$ cat src/rtl/irPkg.sv
`default_nettype none

package irPkg;

  // Instruction field latched from the cache or adder
  localparam int irWidth = 13;
  localparam int adWidth = 36;

  // Dispatch RAM word and address
  localparam int dramWidth = 15;
  localparam int dramAddrBits = 9;

  // Dispatch word layout, bit 0 first
  localparam int dramAPos = 0;
  localparam int dramBPos = 3;
  localparam int dramParPos = 6;
  localparam int dramJLoPos = 7;
  localparam int dramJHiPos = 11;

  // Adder slices for the normalize encoder
  localparam int sliceWidth = 6;
  localparam int numSlices = 6;
  localparam int posWidth = $clog2(sliceWidth);
  localparam int normWidth = 3;

  // Diagnostic load functions
  localparam int diagFuncWidth = 3;
  localparam logic [diagFuncWidth-1:0] diagWrDram = 3'd0;
  localparam logic [diagFuncWidth-1:0] diagSetIoJrst = 3'd5;
  localparam logic [diagFuncWidth-1:0] diagSetAc = 3'd6;
  localparam logic [diagFuncWidth-1:0] diagClrEn = 3'd7;

  // JRST is opcode 254
  localparam logic [0:8] jrstOpcode = 9'o254;

endpackage

`default_nettype wire

$ cat src/rtl/adSlicePrio.sv
`timescale 1ns/1ns
`default_nettype none

module adSlicePrio (
  input  logic [0:irPkg::sliceWidth-1] bits,
  output logic anyOne,
  output logic [irPkg::posWidth-1:0] firstPos
);
  import irPkg::*;

  assign anyOne = |bits;

  // Scan from the far end so the lowest set index wins
  always_comb begin
    firstPos = '0;
    for (int i = sliceWidth - 1; i >= 0; i--) begin
      if (bits[i]) begin
        firstPos = posWidth'(i);
      end
    end
  end

endmodule

`default_nettype wire

$ cat config.mk
export PLATFORM = sky130hd
export DESIGN_NAME = adSlicePrio
export DESIGN_NICKNAME = d
export VERILOG_FILES = /design/src/rtl/irPkg.sv /design/src/rtl/adSlicePrio.sv
export SDC_FILE = /design/constraint.sdc
export NUM_CORES = 1
export LEC_CHECK = 0
export BUFFER_PORTS_ARGS = -buffer_cell sky130_fd_sc_hd__buf_2
export CAP_MARGIN = 15
export CORE_AREA = 10 10 47 49
export DETAILED_ROUTE_END_ITERATION = 16
export DIE_AREA = 0 0 57 59
export SKIP_LAST_GASP = 1
export SYNTH_ARGS = -nofsm -noshare
export SYNTH_HDL_FRONTEND = slang
export SYNTH_SLANG_ARGS = --single-unit
$ cat constraint.sdc
create_clock -name vclk -period 1.7
set_clock_uncertainty 0.15 [all_clocks]
set_input_delay 0.425 -clock vclk [all_inputs]
set_output_delay 0.425 -clock vclk [all_outputs]
set_load 0.005 [all_outputs]
* Yosys cells after proc, flatten, opt, wreduce, memory -nomap -nowiden
Cells that the tools add are included.
** Cells by class
- Multiplexer cells :: 6
- Reduce and logical (&&, ||, !) cells :: 1
** Operator list (number)
- 3-bit 2-to-1 mux :: 6
- 6-bit OR reduction :: 1
** Storage, ports and cells
- Output and inout bits :: 4
- Logic and storage cells :: 7
- Bits in registers :: 0
- Input port bits :: 6

* Longest topological paths before layout
- Word-level depth :: 6
- Mapped depth :: 2
- Depth with buffers taken out :: 2

* Least setup slack after synthesis
OpenSTA, ideal clock, no wires.
- Path type :: input port to output port
- Start point :: input port bits[0] (netlist bit)
- End point :: output port anyOne
- Arrival :: 1.273 ns
- Path slack :: -0.148 ns
- Required time :: 1.125 ns
- Cell stages on the path :: 2
- Buffers on the path :: 0
- Path through :: or4_1 -> or3_1
** Between the ends
- Longest elaborated chain between the ends :: 1
** Ends and longest elaborated chain
- start, declared :: line adSlicePrio.sv:5 : input logic [0:irPkg::sliceWidth-1] bits,
- 6-bit OR reduction :: line adSlicePrio.sv:11 : assign anyOne = |bits;
- end, declared :: line adSlicePrio.sv:6 : output logic anyOne,
Every way passes these cells.

* Final worst setup path
Ends and elaborated chain as after synthesis.

==> metrics <==
placed cell area 145 µm²; Max rail drop VDD 0.0000585 V; Initial Util 3.75%; met1 wire length 237 µm; crit path DAT 1510 ps; dpl ws -423 ps; Die Area 3360 µm²; Slew headroom 88.0%; final critical-path required period 2080 ps; Post-CTS Hold Fix Bufs 0; fraction of layout cells with a size suffix above 1 70.8%; worst setup path class in -> out; sequential fraction of the synthesis area 0%; status finished with violations; row cnt 14; worst path required time 1120 ps; hold_ws 998 ps; Synth Warn # 0; Top Ports 10; # setup viols final 2; sequential fraction of design power 0%; critical path launch point type input port; Die W 57 µm; clock buf count 0; clock network power share 0%; Die Y-Extent 59 µm; crit path launch bits[0]; post-route setup slack -381 ps; Worst setup endpoint anyOne; DR WL met2 89 µm; synth top area cells nor2_1 29%, a221oi_1 17%, or4_1 14%; Routed WL 345 µm; antenna violations before repair 0; syn_nets 16; TritonRoute pass-1 iters 1; Netlist cell types 7; kind of end point of the critical path output port; Synth Area per Inst 5.26 µm²; Sw Pwr 13.1 µW; post-synth top area share 28.6%; Crit Path Max Fanout 2; crit share post-route 122%; switching fraction of total power 40.1%; Post-DRT Antenna Nets 0; max cap viols 0; sequential cell count 0; WL/cell 8.63 µm; GPL Wtd Cong 0.611; via-per-instance ratio 2.95; routed vias 118; GRT Total Usage 1.76%; worst-margin pin slew 180 ps; synthesized instance count 10; Finished Cell Area 180 µm²; top sig layer met3; leakage power 0.0913 nW; met3 wire length 17 µm; area delta synth->final 243%; RSZ-0062 raised after global routing yes; antenna fix cells 0; highest clock rate 481 MHz; leading cell type by number of instances after synthesis nor2_1; CORE AREA 1400 µm²; FF+latch area 0 µm²; area leader, netlist nor2_1; Power Density 181 nW/µm²; vias in the first global route 128; DR iter-0 viols 0; pin count of the biggest net entering global routing 4; Final Hold Fails 0; Final Max Slew Viols 0; Post-Syn Area 52.6 µm²; Hold Path Class in -> out; fin nets 32; final core utilization 12.9%; Internal Power 19.5 µW; Detailed Place HPWL 319 µm; first-pass GRT wire length 496 µm; failing checks setup timing; drt drc 0; Comb pwr share 100.0%; PortBufs 10; Power Total 32.6 µW; total grt overflow 0
[worst max-delay path, cell delays in order]
cell and delay, ps:
buf_6 90, or4_4 520, or3_4 340, buf_6 120
[placed cells by master, fill, tap and decap left out]
master	netlist	final
nand2b_1	1	1
buf_4	0	4
or3_4	0	1
nor3_1	1	1
a221oi_2	0	1
buf_2	0	8
buf_6	0	2
inv_1	1	1
or4_4	0	1
nor2_1	4	4
[worst min-delay path by stage]
stage,cells past startpoint,slack [ps],end,startpoint
after floorplan,1,730,firstPos[0],bits[0]
after global placement,3,1000,firstPos[0],bits[2]
after detailed placement,3,1010,firstPos[0],bits[2]
after CTS,3,1020,firstPos[0],bits[2]
after global routing,3,1020,anyOne,bits[4]
final,3,1000,anyOne,bits[4]
[cell type report]
type,count,area [µm²]
tap,16,20.0
fill,168,1220
inverter,1,3.75
multi-input combinational,9,63.8
timing repair buffer,14,92.6
[kinds of logic (layout without fill, tap and decap cells)]
family / after synthesis / after routing / synth area share [%]
AO/OA/AOI/OAI: 1 / 1 / 16.7
buffers and inverters: 1 / 15 / 7.14
AND/OR/NAND/NOR: 8 / 8 / 76.2
[through the flow]
stage                     setup TNS, ps  cells
after floorplan                    -148     10
after global placement             -563     39
after detailed placement           -573     39
after CTS                          -547     40
after global routing               -591     40
final                              -517     40
[routing by layer]
metal  vias up  GRT usage, %
met3         0         0.215
met1        43          3.40
met4         0             0
met5         -             0
met2        10          1.71
li1         65             -
[power groups by stage]
| stage | clock network, mW | logic [mW] | registers (mW) |
|---|---|---|---|
| floorplan | 0 | 0.00646 | 0 |
| global placement | 0 | 0.0257 | 0 |
| detailed placement | 0 | 0.0261 | 0 |
| CTS | 0 | 0.0301 | 0 |
| global route | 0 | 0.0359 | 0 |
| finish | 0 | 0.0326 | 0 |
[timing repair]
action | in CTS | in global routing
pin swaps | 1 | 0
gates resized for setup | 2 | 3
buffers inserted | 1 | 0
endpoints found under the hold margin | 0 | 0
endpoints found under the setup margin | 2 | 3
Note: power is estimated with default switching activity, not from simulation.
