==> src/rtl/irPkg.sv <==
`default_nettype none

package irPkg;

  // Instruction field latched from the cache or adder
  localparam int irWidth = 13;
  localparam int adWidth = 36;

  // Dispatch RAM word and address
  localparam int dramWidth = 15;
  localparam int dramAddrBits = 9;

  // Dispatch word layout, bit 0 first
  localparam int dramAPos = 0;
  localparam int dramBPos = 3;
  localparam int dramParPos = 6;
  localparam int dramJLoPos = 7;
  localparam int dramJHiPos = 11;

  // Adder slices for the normalize encoder
  localparam int sliceWidth = 6;
  localparam int numSlices = 6;
  localparam int posWidth = $clog2(sliceWidth);
  localparam int normWidth = 3;

  // Diagnostic load functions
  localparam int diagFuncWidth = 3;
  localparam logic [diagFuncWidth-1:0] diagWrDram = 3'd0;
  localparam logic [diagFuncWidth-1:0] diagSetIoJrst = 3'd5;
  localparam logic [diagFuncWidth-1:0] diagSetAc = 3'd6;
  localparam logic [diagFuncWidth-1:0] diagClrEn = 3'd7;

  // JRST is opcode 254
  localparam logic [0:8] jrstOpcode = 9'o254;

endpackage

`default_nettype wire

==> src/rtl/irDiagMux.sv <==
`timescale 1ns/1ns
`default_nettype none

module irDiagMux (
  input  logic diagRead,
  input  logic [irPkg::diagFuncWidth-1:0] diagSel,
  input  logic [irPkg::normWidth-1:0] norm,
  input  logic [0:irPkg::dramAddrBits-1] dramAddr,
  input  logic enIoJrst,
  input  logic enAc,
  input  logic [9:12] irAc,
  input  logic [0:2] dramA,
  input  logic [0:2] dramB,
  input  logic testSatisfied,
  input  logic jrst,
  input  logic [0:irPkg::irWidth-1] ir,
  input  logic [0:10] dramJ,
  input  logic dramParBit,
  input  logic dramOddParity,
  input  logic adEq0,
  input  logic ioLegal,
  input  logic adCarryOut,
  output logic [0:5] ebusData,
  output logic ebusDrive
);
  import irPkg::*;

  logic jrst0;
  logic [0:5] diagWord;

  // JRST with a zero AC field
  assign jrst0 = jrst & (ir[9:irWidth-1] == '0);

  always_comb begin
    case (diagSel)
      3'd0: diagWord = {norm, dramAddr[0:2]};
      3'd1: diagWord = dramAddr[3:8];
      3'd2: diagWord = {enIoJrst, enAc, irAc};
      3'd3: diagWord = {dramA, dramB};
      3'd4: diagWord = {testSatisfied, jrst0, dramJ[1:4]};
      3'd5: diagWord = {dramParBit, dramOddParity, dramJ[7:10]};
      3'd6: diagWord = {adEq0, ioLegal, adCarryOut, 3'b000};
      default: diagWord = ir[0:5];
    endcase
  end

  // Bus stays quiet unless a diagnostic read is active
  assign ebusDrive = diagRead;
  assign ebusData = diagRead ? diagWord : 6'b000000;

endmodule

`default_nettype wire

==> config.mk <==
export PLATFORM = sky130hd
export DESIGN_NAME = irDiagMux
export DESIGN_NICKNAME = d
export VERILOG_FILES = /design/src/rtl/irPkg.sv /design/src/rtl/irDiagMux.sv
export SDC_FILE = /design/constraint.sdc
export NUM_CORES = 1
export LEC_CHECK = 0
export BUFFER_PORTS_ARGS = -buffer_cell sky130_fd_sc_hd__buf_4
export CAP_MARGIN = 40
export CORE_AREA = 5 5 45 47
export DETAILED_ROUTE_END_ITERATION = 10
export DIE_AREA = 0 0 50 52
export PLACE_DENSITY = 0.78
export SYNTH_ARGS = -nofsm -noshare
export SYNTH_HDL_FRONTEND = slang
export SYNTH_SLANG_ARGS = --single-unit
==> constraint.sdc <==
create_clock -name vclk -period 1.5
set_clock_uncertainty 0.15 [all_clocks]
set_input_delay 0.15 -clock vclk [all_inputs]
set_output_delay 0.15 -clock vclk [all_outputs]
set_load 0.005 [all_outputs]
### Word-level counts from Yosys, hierarchy flattened

Index checks and enable logic that the tools add are counted.

| word-level totals | value |
|---|---|
| register bits after elaboration | 0 |
| input port bits | 59 |
| output and inout port bits | 7 |
| word-level logic and storage cells | 11 |

| cells by class | value |
|---|---|
| equality and inequality tests | 6 |
| multiplexer cells | 2 |
| bitwise logic cells | 1 |
| reductions and logical operators | 2 |

Operator list:

| operator | count |
|---|---|
| 6-bit case mux with 7 select lines | 1 |
| 3-bit equality test, second input constant | 3 |
| 3-bit by 2-bit equality test with 1-bit output, second input constant | 2 |
| 6-bit two-way mux | 1 |
| 4-bit zero test | 1 |
| 3-bit by 1-bit equality test with 1-bit output, second input constant | 1 |
| 3-bit zero test | 1 |
| 1-bit AND | 1 |

### Longest topological paths before layout

Gate-level depths: netlist (run 1).

| depth | value |
|---|---|
| word-level depth | 4 |
| mapped depth | 6 |
| mapped depth without buffers | 4 |

### Worst setup path before layout (run 1)

OpenSTA, ideal clock, no wires.

| timing | value |
|---|---|
| path kind | input-to-output |
| start point | input diagSel[0] in the netlist's numbering |
| end point | output ebusData[0] in the netlist's numbering |
| data arrival time | 0.915 ns |
| required time | 1.200 ns |
| setup slack | 0.285 ns |
| cell stages on the path | 6 |
| path buffers | 2 |
| cell sequence | buf_6 buf_6 o21ai_0 o21ai_0 a221oi_1 nor2_1 |

| on the way | value |
|---|---|
| longest elaborated chain between the ends | 3 |
| elaborated cells between the ends (all ways) | 9 |
| those cells by class | 6 x eq/ne; 2 x mux; 1 x reduce/logical |

Ends and longest elaborated chain:

| item | line | text |
|---|---|---|
| start, declared | irDiagMux.sv:6 | `input logic [irPkg::diagFuncWidth-1:0] diagSel,` |
| 3-bit equality test (tied with other cells) | irDiagMux.sv:35 | `case (diagSel)` |
| 6-bit case mux with 7 select lines * | irDiagMux.sv:35 |  |
| 6-bit two-way mux * | irDiagMux.sv:49 | `assign ebusData = diagRead ? diagWord : 6'b000000;` |
| end, declared | irDiagMux.sv:23 | `output logic [0:5] ebusData,` |

Mark *: on every way between the ends. The rest lies on a longest branch, timed or not.

### Worst setup path after layout (run 1)

| timing | value |
|---|---|
| start point | input diagSel[1] in the netlist's numbering |
| end point | output ebusData[5] in the netlist's numbering |

Same word-level chain as after synthesis.

==> results of run 1 <==
==> cells by family (layout without fill, tap and decap cells) <==
family          count (synthesis)  in the layout  share of synthesized area, %
compound gates                 25             25                          38.3
buf+inv                        10             67                          16.1
mux                            10             10                          22.8
simple gates                   22             22                          22.8
==> per-layer routing <==
metal | routed length, um | track usage [%] | vias to the layer above
li1 | - | - | 379
met1 | 773 | 16.5 | 344
met2 | 1080 | 27.4 | 25
met3 | 114 | 1.72 | 0
met4 | 0 | 0 | 0
met5 | 0 | 0 | -
==> worst max path at each step <==
stage                  endpoint  slack (ns)
floorplan           ebusData[0]        0.28
global placement    ebusData[5]       0.006
detailed placement  ebusData[4]       -0.02
CTS                 ebusData[1]       0.005
global route        ebusData[2]        0.01
finish              ebusData[5]        0.07
==> cells in the mapped netlist <==
master / n
nor3_1: 1
buf_4: 1
a22o_1: 1
buf_6: 4
mux2i_1: 5
o221a_2: 1
nand3b_1: 1
and3b_1: 1
buf_2: 3
a21oi_1: 1
inv_1: 2
nand2_1: 7
nand3_1: 4
o221a_1: 1
o311ai_0: 1
a31oi_1: 3
o21ai_0: 7
a221oi_1: 3
o22ai_1: 2
nor3b_1: 1
nor2_1: 6
a311oi_1: 2
nor4b_1: 1
a211oi_1: 2
o32ai_1: 1
mux2_2: 5
==> area by class of cell <==
class | count | area (sq um)
timing repair buffer | 65 | 507
fill | 158 | 647
tap | 17 | 21.3
inverter | 2 | 11.3
multi-input combinational | 57 | 428
==> worst max-delay path: cells and delay by family <==
kind	cells	cell delay [ns]
compound gates	2	0.31
buf+inv	2	0.29
mux	1	0.38
==> per-stage QoR <==
step                      std cells  setup TNS [ns]  area (sq um)
after global routing            141               0           967
after global placement          139               0           893
after CTS                       139               0           906
after floorplan                  67               0           467
final                           141               0           967
after detailed placement        139         -0.0178           893
==> what timing repair did <==
action,4_1_cts,5_1_grt
endpoints found under the setup margin,2,4
buffers inserted,0,2
pin swaps,0,1
resized for setup,3,9
==> report_power, final <==
group          internal, mW  total, mW  leakage [nW]  switching, mW
Combinational         0.168      0.262         0.462         0.0943
Clock                     0          0             0              0
Sequential                0          0             0              0
Total                 0.168      0.262         0.462         0.0943
==> reports/metrics.yaml, run 1 <==
floorplanning:
  initial_core_util_pct: 28.9
  core_area_sq_um: 1610
  io_pins: 66
  dieArea_sq_um: 2600
  die_h_um: 52
  num_rows: 15
  die_x_um: 50
setup_path:
  critical_path_arrival_ns: 1.13
  end_kind: "primary output"
  critPathMaxFanout: 17
  cp_slowest_stage_delay_ns: 0.38
  worstPathCellList: "buf_6 > mux2_2 > a221oi_4 > a211oi_2 > buf_4"
  setup.worst_path.start_class: "input port"
  worst-setup-path-type: "input port to primary output"
  crit_start: "diagSel[1]"
  cpMaxStageDelayCell: "mux2_2"
  cp.required_ns: 1.20
worst_hold_path:
  worstHoldEndpoint: "ebusDrive"
  min_path_cells: 2
  holdCritPathClass: "input port to primary output"
  min-delay-start: "diagRead"
yosys:
  yosysWarnings: 0
  synth_cells: 67
  synth_top_area_share_pct: 12.1
  seq_area_frac_synth_pct: 0
  synth_area_sq_um: 467
  syn_area_per_cell_sq_um: 6.97
  synth.area.top_cells: "mux2_2, mux2i_1, buf_6, o21ai_0, nand2_1"
  synthDistinctLibCells: 26
  synth_fp_nets: 126
  synth_top_area_cell: "mux2_2"
power_and_ir_drop:
  leakagePower_nw: 0.462
  power_density_nw_per_um2: 271
  ir_worst_vdd_uv: 150
  p_total_uw: 262
route:
  dr.pass1.iters: 4
  drt_iter0_drc: 4
  drcViolationCount: 0
  drt-total-wl_um: 1970
  viasPerCell: 5.30
  ant_nets: 0
  dr_total_vias: 748
  drt-wirelength-per-cell_um: 13.9
timing:
  layout_setup_ws_ns: 0.0683
  finalSetupViolations: 0
  fmax_mhz: 698
  drv_slew: 0
  period_share_pct: 95.4
  period_needed_ns: 1.43
  holdWs_ns: 0.377
  hold_viol_final: 0
  slew-limit-headroom_pct: 78.2
  worstMarginPinSlew_ns: 0.323
  rsz0062_at_grt: "no"
run:
  drv_cap: 0
finish:
  flops_and_latches: 0
  layout.area.seq_sq_um: 0
  area_growth_syn_to_layout_pct: 107
  drive_gt1_share_pct: 61.3
  clock_buffers: 0
  fin_util_pct: 59.9
  nNetsFinal: 185
  mostFrequentLayoutCells: "buf_4, o21ai_0, nand2_1"
  antenna_cells: 0
  layout_commonest_cell: "buf_4"
global_routing:
  grt_pass1_vias: 708
  grt_overflow: 0
  grt_pass1_wl_um: 3050
  gr-usage-all-layers_pct: 13.9
  grt_max_degree: 18
  antenna_found_initial: 0
run_status:
  outcome: "finished, final reports clean"
placed_design:
  place.gp.congestion: 0.720
  port-buffer-count: 60
  hpwl_um: 1620
  place_ws_ns: -0.0168
cts:
  cts_hold_buffers: 0
Power figures use the tool's default switching activity.
==> inputs of run 2 (changes only) <==
--- a/config.mk
+++ b/config.mk
@@ -7,10 +7,10 @@
 export LEC_CHECK = 0
 export BUFFER_PORTS_ARGS = -buffer_cell sky130_fd_sc_hd__buf_4
 export CAP_MARGIN = 40
-export CORE_AREA = 5 5 45 47
+export CORE_AREA = 5 5 47 49
 export DETAILED_ROUTE_END_ITERATION = 10
-export DIE_AREA = 0 0 50 52
-export PLACE_DENSITY = 0.78
+export DIE_AREA = 0 0 52 54
+export PLACE_DENSITY = 0.74
 export SYNTH_ARGS = -nofsm -noshare
 export SYNTH_HDL_FRONTEND = slang
 export SYNTH_SLANG_ARGS = --single-unit
==> constraint.sdc (replaced) <==
create_clock -name vclk -period 1.3
set_clock_uncertainty 0.15 [all_clocks]
set_input_delay 0.13 -clock vclk [all_inputs]
set_output_delay 0.13 -clock vclk [all_outputs]
set_load 0.005 [all_outputs]
==> reports/metrics.yaml, run 2 (synthesis gave the netlist of run 1 again) <==
run_status:
  outcome: "complete, but fails checks"
  violations: "negative setup slack"
floorplanning:
  die_x_um: 52
  core_area_sq_um: 1820
  die_h_um: 54
  io_pins: 66
  initial_core_util_pct: 25.6
  num_rows: 16
  dieArea_sq_um: 2810
route:
  routed-wl-met2_um: 1260
  viasPerCell: 4.97
  routed-wl-met3_um: 160
  drcViolationCount: 0
  drt_iter0_drc: 13
  dr.pass1.iters: 4
  ant_nets: 0
  maxUsedRoutingLayer: "met4"
  drt-met1-wl_um: 853
  dr_total_vias: 805
  drt-wirelength-per-cell_um: 14.1
  drt-total-wl_um: 2290
setup_path:
  worst-setup-path-type: "input port to primary output"
  critical_path_arrival_ns: 1.02
  cp.required_ns: 1.02
  end_kind: "primary output"
  setup.worst_path.start_class: "input port"
  critPathMaxFanout: 8
finish:
  drive_gt1_share_pct: 69.6
  clock_buffers: 0
  layout.area.seq_sq_um: 0
  layout_commonest_cell: "buf_4"
  nNetsFinal: 196
  antenna_cells: 0
  mostFrequentLayoutCells: "buf_4, nand2_1, mux2i_1, nor2_1"
  area_growth_syn_to_layout_pct: 155
  flops_and_latches: 0
timing:
  period_share_pct: 100
  layout_setup_ws_ns: -0.00492
  tns_ns: -0.00639
  fmax_mhz: 766
  slew-limit-headroom_pct: 82.6
  finalSetupViolations: 2
  worstMarginPinSlew_ns: 0.257
  period_needed_ns: 1.30
  rsz0062_at_grt: "yes"
  hold_viol_final: 0
  drv_slew: 0
global_routing:
  grt_pass1_wl_um: 3260
  grt_max_degree: 17
  grt_overflow: 0
  gr-usage-all-layers_pct: 14.6
  grt_pass1_vias: 835
  antenna_found_initial: 0
power_and_ir_drop:
  p_total_uw: 383
  leakagePower_nw: 0.569
  ir_worst_vdd_uv: 195
  power_density_nw_per_um2: 321
worst_hold_path:
  holdCritPathClass: "input port to primary output"
placed_design:
  place.gp.congestion: 0.715
  hpwl_um: 1730
  port-buffer-count: 60
run:
  drv_cap: 0
==> run 2: changes by cell type in the layout (fill, tap and decap cells not counted), moves of 2 or more <==
cell and change:
buf_4 +5, mux2_2 -3, o21ai_0 -3, buf_12 +3, clkbuf_16 +2, o21ai_1 +3, mux2_4 +3
==> run 2: area by class of cell <==
type,instances,area [sq um]
tap,27,33.8
inverter,2,7.51
timing repair buffer,76,666
fill,153,629
multi-input combinational,57,485
==> run 2: final timing paths <==
check,startpoint,endpoint,cells after the start
max,diagSel[1],ebusData[2],6
min,diagRead,ebusDrive,2
==> run 2: metal layers <==
metal  GRT usage, %  vias up
li1               -      401
met1           14.9      368
met2           32.6       34
met3          0.831        2
met4           1.31        0
met5              0        -
==> run 2: what timing repair did <==
action                                  CTS  global route
pin swaps                                 3            12
cloned                                    0             2
endpoints found under the setup margin    6             6
setup buffers                             0             1
hold buffers                              0             0
gates resized for setup                  21            16
==> run 2: report_power, final <==
group          switching [mW]  internal (mW)
sequential                  0              0
combinational           0.133          0.251
clock                       0              0
==> run 2: stage by stage <==
stage,hold WS (ns),utilization [%],std cells,setup WS [ns],area [sq um]
CTS,0.339,58.4,159,-0.0144,1060
floorplan,0.191,-,67,0.125,467
finish,0.340,65.5,162,-0.00492,1190
detailed placement,0.339,53.8,159,-0.156,981
global placement,0.343,53.8,159,-0.134,981
global route,0.351,65.5,162,-0.0509,1190
==> run 2: worst max-delay path, cell delays in order <==
cell	delay, ns
clkbuf_16	0.14
and3b_1	0.17
a311oi_2	0.18
a31oi_1	0.06
o221a_1	0.22
buf_4	0.13
