--- config.mk ---
export PLATFORM = sky130hd
export DESIGN_NAME = normEncode
export DESIGN_NICKNAME = d
export VERILOG_FILES = /design/src/rtl/irPkg.sv /design/src/rtl/normEncode.sv
export SDC_FILE = /design/constraint.sdc
export NUM_CORES = 1
export LEC_CHECK = 0
export ABC_AREA = 1
export ABC_CLOCK_PERIOD_IN_PS = 1200
export BUFFER_PORTS_ARGS = -buffer_cell sky130_fd_sc_hd__buf_2
export CORE_AREA = 8 8 45 47
export DETAILED_ROUTE_END_ITERATION = 8
export DIE_AREA = 0 0 53 55
export PLACE_DENSITY_LB_ADDON = 0.3
export REMOVE_ABC_BUFFERS = 1
export SKIP_LAST_GASP = 1
export SYNTH_ARGS = -nofsm -noshare
export SYNTH_HDL_FRONTEND = slang
export SYNTH_SLANG_ARGS = --single-unit
export TNS_END_PERCENT = 5
--- constraint.sdc ---
create_clock -name vclk -period 1.2
set_input_delay 0.3 -clock vclk [all_inputs]
set_output_delay 0.3 -clock vclk [all_outputs]
set_load 0.05 [all_outputs]
--- src/rtl/irPkg.sv ---
`default_nettype none

package irPkg;

  // Instruction field latched from the cache or adder
  localparam int irWidth = 13;
  localparam int adWidth = 36;

  // Dispatch RAM word and address
  localparam int dramWidth = 15;
  localparam int dramAddrBits = 9;

  // Dispatch word layout, bit 0 first
  localparam int dramAPos = 0;
  localparam int dramBPos = 3;
  localparam int dramParPos = 6;
  localparam int dramJLoPos = 7;
  localparam int dramJHiPos = 11;

  // Adder slices for the normalize encoder
  localparam int sliceWidth = 6;
  localparam int numSlices = 6;
  localparam int posWidth = $clog2(sliceWidth);
  localparam int normWidth = 3;

  // Diagnostic load functions
  localparam int diagFuncWidth = 3;
  localparam logic [diagFuncWidth-1:0] diagWrDram = 3'd0;
  localparam logic [diagFuncWidth-1:0] diagSetIoJrst = 3'd5;
  localparam logic [diagFuncWidth-1:0] diagSetAc = 3'd6;
  localparam logic [diagFuncWidth-1:0] diagClrEn = 3'd7;

  // JRST is opcode 254
  localparam logic [0:8] jrstOpcode = 9'o254;

endpackage

`default_nettype wire

--- src/rtl/normEncode.sv ---
`timescale 1ns/1ns
`default_nettype none

module normEncode #(
  parameter int numSlices = irPkg::numSlices
) (
  input  logic [0:numSlices-1] anyOne,
  input  logic [0:numSlices-1][irPkg::posWidth-1:0] firstPos,
  input  logic adSign,
  input  logic adCarryOut,
  input  logic magic7,
  input  logic magic8,
  input  logic [0:2] dramB,
  output logic [irPkg::normWidth-1:0] norm,
  output logic adEq0,
  output logic testSatisfied
);
  import irPkg::*;

  logic anyLater;
  logic termEq;
  logic termGt;
  logic termLt;
  logic termCarry;

  always_comb begin
    anyLater = 1'b0;
    for (int i = 2; i < numSlices; i++) begin
      anyLater = anyLater | anyOne[i];
    end

    // Slice 0 holds bits 0-5, slice 1 holds bits 6-11
    if (anyOne[0]) begin
      norm = (firstPos[0] == '0) ? normWidth'(1) : normWidth'(2);
    end else if (anyOne[1]) begin
      if (firstPos[1] == '0) begin
        norm = normWidth'(2);
      end else if (firstPos[1] < posWidth'(5)) begin
        // Bits 7 to 10 map to codes 3 to 6
        norm = normWidth'(firstPos[1]) + normWidth'(2);
      end else begin
        norm = normWidth'(7);
      end
    end else if (anyLater) begin
      norm = normWidth'(7);
    end else begin
      norm = '0;
    end
  end

  assign adEq0 = ~|anyOne;

  // B field selects the EQ, GT and LT conditions
  assign termEq = dramB[1] & adEq0;
  assign termGt = dramB[2] & magic7 & (adSign ^ adCarryOut);
  assign termLt = dramB[2] & magic8 & adSign;
  assign termCarry = (magic7 == magic8) & adCarryOut;

  // B bit 0 inverts the sense of the test
  assign testSatisfied = (termEq | termGt | termLt | termCarry) ^ dramB[0];

endmodule

`default_nettype wire

Word level (Yosys, flattened, before mapping)

Cells that the tools add are included.

Output and inout bits: 5
Bits in registers: 0

Add/subtract/negate cells: 1
Muxes and demuxes: 6
Bitwise operators: 14
Equality and inequality tests: 1
Order comparisons: 1
Reduce and logical (&&, ||, !) cells: 4

Operator list:

| cell                | number |
|---|---|
| $mux 3              | 5 |
| $and 1x1->1         | 6 |
| $logic_not 3->1     | 2 |
| $or 1x1->1          | 6 |
| $reduce_or 6->1     | 1 |
| $add 3x2->3 const B | 1 |
| $lt 3x3->1 const B  | 1 |
| $mux 2              | 1 |
| $xor 1x1->1         | 2 |
| $eq 1x1->1          | 1 |
| $logic_not 1->1     | 1 |

Longest topological paths before layout

Gate-level depths: netlist of run 1.

Depth in word-level cells: 7
Mapped depth: 8

Worst setup path after synthesis of run 1

OpenSTA, ideal clock, no wires.

Path type: in2out
Start point: input firstPos[13] (netlist name)
End point: output norm[2] (netlist name)
Data arrival time: 1500 ps
Path buffers: 0
Data required time: 900 ps
Stages: 5
Path slack: -600 ps
Cell sequence: inv_1 ha_1 nand2_1 nand3_1 a21oi_1

Cells in the longest elaborated chain, start to end: 5
Elaborated cells on any way between the ends: 7

Ends and longest elaborated chain:

| element                                   | line                               | source |
|---|---|---|
| from (decl)                               | normEncode.sv:8                    | `input logic [0:numSlices-1][irPkg::posWidth-1:0] firstPos,` |
| $add 3x2->3 or $lt 3x3->1 (tied branches) | normEncode.sv:40, normEncode.sv:38 |  |
| $mux 3                                    | normEncode.sv:38                   | `end else if (firstPos[1] < posWidth'(5)) begin` |
| $mux 3 *                                  | normEncode.sv:36                   | `if (firstPos[1] == '0) begin` |
| $mux 3 *                                  | normEncode.sv:35                   | `end else if (anyOne[1]) begin` |
| $mux 3 *                                  | normEncode.sv:33                   | `if (anyOne[0]) begin` |
| to (decl)                                 | normEncode.sv:14                   | `output logic [irPkg::normWidth-1:0] norm,` |

Every way passes the cells marked *; elsewhere a longest branch is shown, timed or not.

Final worst setup path of run 1

Same ends and word-level chain as after synthesis.

==> summary.txt, run 1 <==
STA
  – Tmin final: 1.41 ns
  – Max-slew headroom: 83.0%
  – Setup violations, final: 5
  – Tightest Pin Transition: 0.257 ns
  – Max Fclk: 709 MHz
  – Final worst slack: -0.210 ns
  – Min Hold Slack: 0.969 ns
  – Max-slew violation count: 0
  – RSZ-0062 raised after global routing: yes
  – Final hold violation count: 0
  – Fin crit share: 117%

Status
  – Outcome: finished with violations
  – Violations in the final reports: negative setup slack

GRT
  – Antenna violations before repair: 0
  – Pin count of the biggest net entering global routing: 6
  – Overall Global Routing Usage: 5.34%
  – Vias in the first global route: 335
  – Remaining Overflow, GRT: 0
  – First-pass GRT wire length: 1.29 mm

Setup path
  – Crit path arrival time: 1.11 ns
  – CP required: 0.90 ns
  – CP Class: primary input to output pin
  – Crit path launch type: primary input
  – Setup crit end kind: output pin
  – Critical-path maximum fanout: 2

Detailed routing
  – Avg WL per Cell: 10.3 um
  – Post-Route WL: 873 um
  – DRT Pass-1 Iters: 2
  – Vias per cell: 3.96
  – Post-route ant nets: 0
  – 1st-iter DRT viols: 2
  – DR vias: 337
  – DR DRC count: 0

Layout
  – Number of diodes: 0
  – Multi-input logic area: 224 sq um
  – Layout cells sized above 1: 49.3%
  – Seq Cell Count: 0
  – Clock buffer count: 0
  – Nets: 104
  – FF+latch area: 0 sq um
  – Core Util, Final: 30.9%
  – # fillers: 157
  – Area delta synth->final: 98.8%

Worst hold path
  – HP Class: primary input to output pin

Synth
  – Synthesized area per cell: 4.89 sq um
  – Seq/Total Area, Yosys: 0%
  – Post-synthesis instance area: 215 sq um
  – Ys Warns: 0
  – Synthesized instance count: 44
  – Count of cell types in the netlist: 12

Place
  – Post-Place Worst Slack: -0.334 ns
  – Routability cong.: 0.731
  – DPL Wire Length: 734 um
  – Port bufs: 24

Power
  – Maximum vdd drop: 0.173 mV
  – Power Density: 421 nW/um^2
  – PnR Total Power: 180 uW
  – Leakage: 0.247 nW

Clocking
  – Postcts setup bufs: 0

Die
  – Area of the die: 2920 sq um
  – Rows: 14
  – Area of the core: 1380 sq um
  – Ports: 36
  – Die Height: 55 um
  – Die width: 53 um
  – Starting Density: 15.6%

Job
  – Max-cap viol count: 0
## critical path, cell delays in order
cell and delay (ns):
buf_8 0.08, inv_4 0.03, ha_4 0.15, a21oi_2 0.17, nand2_1 0.07, nand3_1 0.06
a21oi_1 0.06, buf_4 0.19
## layout by cell type, fill, tap and decap left out, drive strengths merged
cell type   n
buf        25
nand2      19
inv         6
nor2        5
nand3       4
a21oi       4
nor3        2
ha          2
o21ai       1
nand4       1
## metal layers
layer / vias up / wire, um / global-route usage, %
met1: 128 / 420 / 6.64
met4: 0 / 0 / 0
met5: - / 0 / 0
met2: 18 / 338 / 8.98
li1: 191 / - / -
met3: 0 / 114 / 2.14
## synth_stat cells
master | count | share of area, %
nand3_1 | 4 | 9.3
nand4_1 | 1 | 2.9
inv_1 | 6 | 10
nor2_2 | 2 | 5.8
o21ai_1 | 1 | 2.3
a21oi_1 | 3 | 7.0
nor2_4 | 1 | 5.2
ha_1 | 2 | 12
nor3_1 | 2 | 4.7
nand2_1 | 19 | 33
nor2_1 | 2 | 3.5
a21oi_2 | 1 | 4.1
## per-stage QoR
step	cell area (sq um)	cells	TNS, ns
after floorplan	215	44	-1.21
after global placement	363	85	-1.10
after detailed placement	363	85	-1.09
after CTS	422	85	-0.802
after global routing	428	85	-1.04
final	428	85	-0.682
## power by group
part	total, mW	switching (mW)	internal [mW]
sequential	0	0	0
combinational	0.180	0.105	0.0749
clock	0	0	0
## cell type report
cell class | count | area share (%)
well taps | 16 | 4.68
multi-input cells | 38 | 52.3
repair buffers | 25 | 37.1
inverters | 6 | 5.85
## kinds of logic (layout without fill, tap and decap cells)
family          after synthesis  after routing  share of synthesized area, %
simple gates                 31             31                          64.5
buf+inv                       6             31                          10.5
compound gates                5              5                          13.4
fa+ha+maj                     2              2                          11.6
## path summary, 6_finish.rpt
path | from | endpoint | slack (ns) | cells past startpoint
min | anyOne[0] | norm[2] | 0.97 | 3
max | firstPos[13] | norm[2] | -0.21 | 8
## repair_timing
action / 4_1_cts / 5_1_grt
hold buffers: 0 / 0
setup endpoints to repair: 5 / 5
gates resized for setup: 15 / 3
pin swaps: 6 / 3
Note: power is estimated with default switching activity, not from simulation.
==> run 2, diff against run 1 <==
Settings changed: CELL_PAD_IN_SITES_DETAIL_PLACEMENT from default to 1, CELL_PAD_IN_SITES_GLOBAL_PLACEMENT from default to 1, CORE_AREA 8 8 45 47 to 8 8 47 49, DIE_AREA 0 0 53 55 to 0 0 55 57.
==> run 2 against run 1 <==
The flow still finishes with violations (negative setup slack). Maximum frequency rose by 1.9%. Worst hold slack got worse by 0.032 ns. Worst setup slack improved by 0.026 ns. Wire length up 9.5%. Die area is 7.5% higher.
==> summary.txt, run 2 (synthesized netlist as in run 1, its figures left out) <==
STA
  – Final hold violation count: 0
  – Fin crit share: 115%
  – Max Fclk: 723 MHz
  – Tmin final: 1.38 ns
  – Setup violations, final: 5
  – Final worst slack: -0.184 ns
  – Final setup TNS: -0.673 ns
  – Tightest Pin Transition: 0.251 ns
  – Max-slew headroom: 83.4%
  – Min Hold Slack: 0.937 ns
  – Max-slew violation count: 0
  – RSZ-0062 raised after global routing: yes

Place
  – DPL Wire Length: 821 um
  – Post-Place Worst Slack: -0.340 ns
  – Routability cong.: 0.680
  – Port bufs: 24
  – Placed Cells incl. Taps: 87

Power
  – Combinational group share of total power: 100.0%
  – Seq pwr share: 0%
  – Switch Pwr: 116 uW
  – Clock Power Share: 0%
  – Sw Ratio: 57.3%
  – Leakage: 0.265 nW
  – Power Density: 421 nW/um^2
  – Maximum vdd drop: 0.146 mV
  – Internal power: 86.4 uW

Detailed routing
  – DR vias: 368
  – Avg WL per Cell: 11.0 um
  – DRT Pass-1 Iters: 2
  – DR DRC count: 0
  – 1st-iter DRT viols: 5
  – Post-route ant nets: 0
  – Post-Route WL: 956 um
  – Vias per cell: 4.23

Setup path
  – Buffers and inverters on the worst path: 3
  – Crit-path cells: buf_8, inv_6, ha_4, nand2_2, nand3_2, a21oi_2, buf_6
  – Crit path arrival time: 1.08 ns
  – Slowest-stage cell, CP: ha_4
  – CP Class: primary input to output pin
  – Peak per-stage delay on the critical path: 0.19 ns
  – CP required: 0.90 ns
  – Crit path launch type: primary input
  – Critical-path maximum fanout: 2
  – CP top delay family: buffers and inverters
  – Setup crit end kind: output pin

GRT
  – Vias in the first global route: 399
  – Pin count of the biggest net entering global routing: 6
  – Antenna violations before repair: 0
  – Overall Global Routing Usage: 5.70%
  – First-pass GRT wire length: 1.51 mm
  – Remaining Overflow, GRT: 0

Die
  – Ports: 36
  – Die width: 55 um
  – Starting Density: 13.7%
  – Rows: 15
  – Die Height: 57 um
  – Area of the core: 1580 sq um
  – Area of the die: 3140 sq um

Layout
  – Clock buffer count: 0
  – Commonest non-fill, non-tap cells in the layout: buf_2, nand2_1, inv_1, buf_6, nand2_2
  – Area delta synth->final: 123%
  – Commonest non-fill, non-tap cell in the layout: buf_2
  – Number of diodes: 0
  – Layout cells sized above 1: 60.0%
  – # fillers: 220
  – FF+latch area: 0 sq um
  – Nets: 105
  – Fin cells: 87
  – Seq Cell Count: 0

Worst hold path
  – HP Class: primary input to output pin

Status
  – Outcome: finished with violations
  – Violations in the final reports: negative setup slack

Clocking
  – CTS Hold Bufs: 0

Job
  – Max-cap viol count: 0
run 2: changes by cell type in the layout (fill, tap and decap cells not counted), sizes merged:
| cell | delta |
|---|---|
| clkbuf | +1 |
run 2: what timing repair did:
| item | in CTS | in global routing |
|---|---|---|
| resized for setup | 14 | 17 |
| pin swaps | 4 | 8 |
| buffers inserted | 0 | 0 |
| setup endpoints to repair | 5 | 5 |
run 2: layer usage:
metal	wire [um]	part of all wire (%)	track usage (%)	up-vias
met2	522	55	11.0	15
met4	0	0	0	0
met5	0	0	0	-
li1	-	-	-	193
met1	295	31	6.20	160
met3	137	14	1.30	0
run 2: worst paths after layout:
path                    startpoint  depth (start not counted)       to  slack (ns)
worst max-delay path  firstPos[13]                          7  norm[2]       -0.18
worst min-delay path     anyOne[0]                          3  norm[2]        0.94
run 2: power groups by stage:
stage / combinational [mW] / clock, mW / sequential, mW
floorplan: 0.0890 / 0 / 0
detailed placement: 0.156 / 0 / 0
global placement: 0.154 / 0 / 0
global route: 0.222 / 0 / 0
CTS: 0.177 / 0 / 0
finish: 0.202 / 0 / 0
run 2: area by class of cell:
| type | count | area [sq um] | area share (%) |
|---|---|---|---|
| Tap cell | 17 | 21.3 | 4.43 |
| Multi-Input combinational cell | 38 | 255 | 53.1 |
| Inverter | 6 | 27.5 | 5.73 |
| Timing Repair Buffer | 26 | 176 | 36.7 |
run 2: stage by stage:
step / power, mW / utilization [%] / area, sq um
CTS: 0.177 / 27.1 / 428
detailed placement: 0.156 / 23.6 / 372
floorplan: 0.0890 / - / 215
global route: 0.222 / 30.5 / 480
global placement: 0.154 / 23.6 / 372
finish: 0.202 / 30.5 / 480
==> run 3, diff against run 2 <==
Settings changed: CORE_AREA 8 8 47 49 to 3 3 42 44, DIE_AREA 0 0 55 57 to 0 0 45 47, MAX_ROUTING_LAYER from default to met4.
==> run 3 against run 2 <==
The flow still finishes with violations (negative setup slack). Non-clock buffer count is the same. Largest power group unchanged. Largest cell class unchanged. Count of clock-buffer cells in the layout is the same. Combinational power shrank 6%. Worst hold slack gained 0.0014 ns. Global-route usage grew 1.5 points. Power shrank 6.6%. Wire length shrank 17%.
==> summary.txt, run 3 (synthesized netlist as in run 1, its figures left out) <==
Status
  – Outcome: finished with violations
  – Violations in the final reports: negative setup slack

Power
  – Sw Ratio: 57.7%
  – Clock Power Share: 0%
  – Leakage: 0.260 nW
  – Switch Pwr: 109 uW
  – PnR Total Power: 189 uW
  – Maximum vdd drop: 0.135 mV
  – Power Density: 421 nW/um^2
  – Internal power: 80.0 uW
  – Seq pwr share: 0%
  – Combinational group share of total power: 100.0%

Die
  – Starting Density: 14.6%
  – Area of the core: 1470 sq um
  – Ports: 36
  – Area of the die: 2120 sq um
  – Rows: 14
  – Die width: 45 um
  – Die Height: 47 um

Place
  – Port bufs: 24
  – DPL Wire Length: 700 um
  – Routability cong.: 0.734

Setup path
  – Crit-path cells: buf_6, inv_4, ha_4, nand2_2, nand3_2, a21oi_2, buf_6
  – Setup crit end kind: output pin
  – Peak per-stage delay on the critical path: 0.19 ns
  – Crit path arrival time: 1.07 ns
  – Buffers and inverters on the worst path: 3
  – Critical-path maximum fanout: 2
  – CP required: 0.90 ns
  – Slowest-stage cell, CP: ha_4
  – Crit path launch type: primary input
  – Most frequent CP cell: buf_6
  – CP top delay family: buffers and inverters
  – CP Class: primary input to output pin

Layout
  – Commonest non-fill, non-tap cell in the layout: buf_2
  – Clock buffer count: 0
  – Number of diodes: 0
  – Seq Cell Count: 0
  – # fillers: 214
  – Core Util, Final: 30.5%
  – Commonest non-fill, non-tap cells in the layout: buf_2, nand2_1, inv_1, buf_6
  – Nets: 105
  – Layout cells sized above 1: 57.1%
  – FF+latch area: 0 sq um
  – Area delta synth->final: 109%

Detailed routing
  – Avg WL per Cell: 9.17 um
  – Post-route ant nets: 0
  – DR DRC count: 0
  – DRT Pass-1 Iters: 1
  – Post-Route WL: 789 um
  – 1st-iter DRT viols: 0
  – DR vias: 368
  – Vias per cell: 4.28

STA
  – Max-slew violation count: 0
  – Tmin final: 1.37 ns
  – Max-slew headroom: 83.5%
  – RSZ-0062 raised after global routing: yes
  – Final setup TNS: -0.623 ns
  – Max Fclk: 731 MHz
  – Final worst slack: -0.167 ns
  – Tightest Pin Transition: 0.250 ns
  – Setup violations, final: 5
  – Final hold violation count: 0
  – Fin crit share: 114%

GRT
  – Remaining Overflow, GRT: 0
  – First-pass GRT wire length: 1.17 mm
  – Antenna violations before repair: 0
  – Overall Global Routing Usage: 7.15%
  – Pin count of the biggest net entering global routing: 6
  – Vias in the first global route: 322

Clocking
  – Postcts setup bufs: 0

Worst hold path
  – HP Class: primary input to output pin

Job
  – Max-cap viol count: 0
==> run 3: cell counts in the layout (fill, tap and decap cells not counted) <==
No cell type changed its count.
==> run 3: final cells by class <==
cell class         instances  area (sq um)  area share (%)
inverters                  6          25.0            5.57
multi-input cells         38           235            52.4
repair buffers            26           169            37.6
well taps                 16          20.0            4.46
==> run 3: per-layer routing <==
layer	GRT usage, %	up-vias	wire length, um
met5	-	-	0
met2	13.8	14	404
li1	-	193	-
met4	0	0	0
met3	0	0	76
met1	8.76	161	307
==> run 3: power by group through the flow <==
stage / registers, mW / logic [mW] / clock network [mW]
6_report: 0 / 0.189 / 0
4_1_cts: 0 / 0.186 / 0
3_3_place_gp: 0 / 0.153 / 0
3_5_place_dp: 0 / 0.155 / 0
5_1_grt: 0 / 0.206 / 0
2_1_floorplan: 0 / 0.0890 / 0
==> run 3: path summary, 6_finish.rpt <==
path                    startpoint  endpoint  cells past startpoint
worst max-delay path  firstPos[13]   norm[2]                      7
worst min-delay path     anyOne[0]   norm[2]                      3
==> run 3: repair_timing <==
| action | 4_1_cts | 5_1_grt |
|---|---|---|
| gates resized for setup | 18 | 4 |
| hold buffers | 0 | 0 |
| endpoints found under the setup margin | 5 | 5 |
| pin swaps | 6 | 4 |
==> run 3: per-stage QoR <==
step / instances / hold WS (ns) / worst slack, ns / area (sq um)
after detailed placement: 86 / 0.995 / -0.345 / 370
after floorplan: 44 / 0.775 / -0.600 / 215
after global placement: 86 / 0.994 / -0.342 / 370
final: 86 / 0.939 / -0.167 / 449
after CTS: 86 / 0.939 / -0.182 / 437
after global routing: 86 / 0.963 / -0.238 / 449
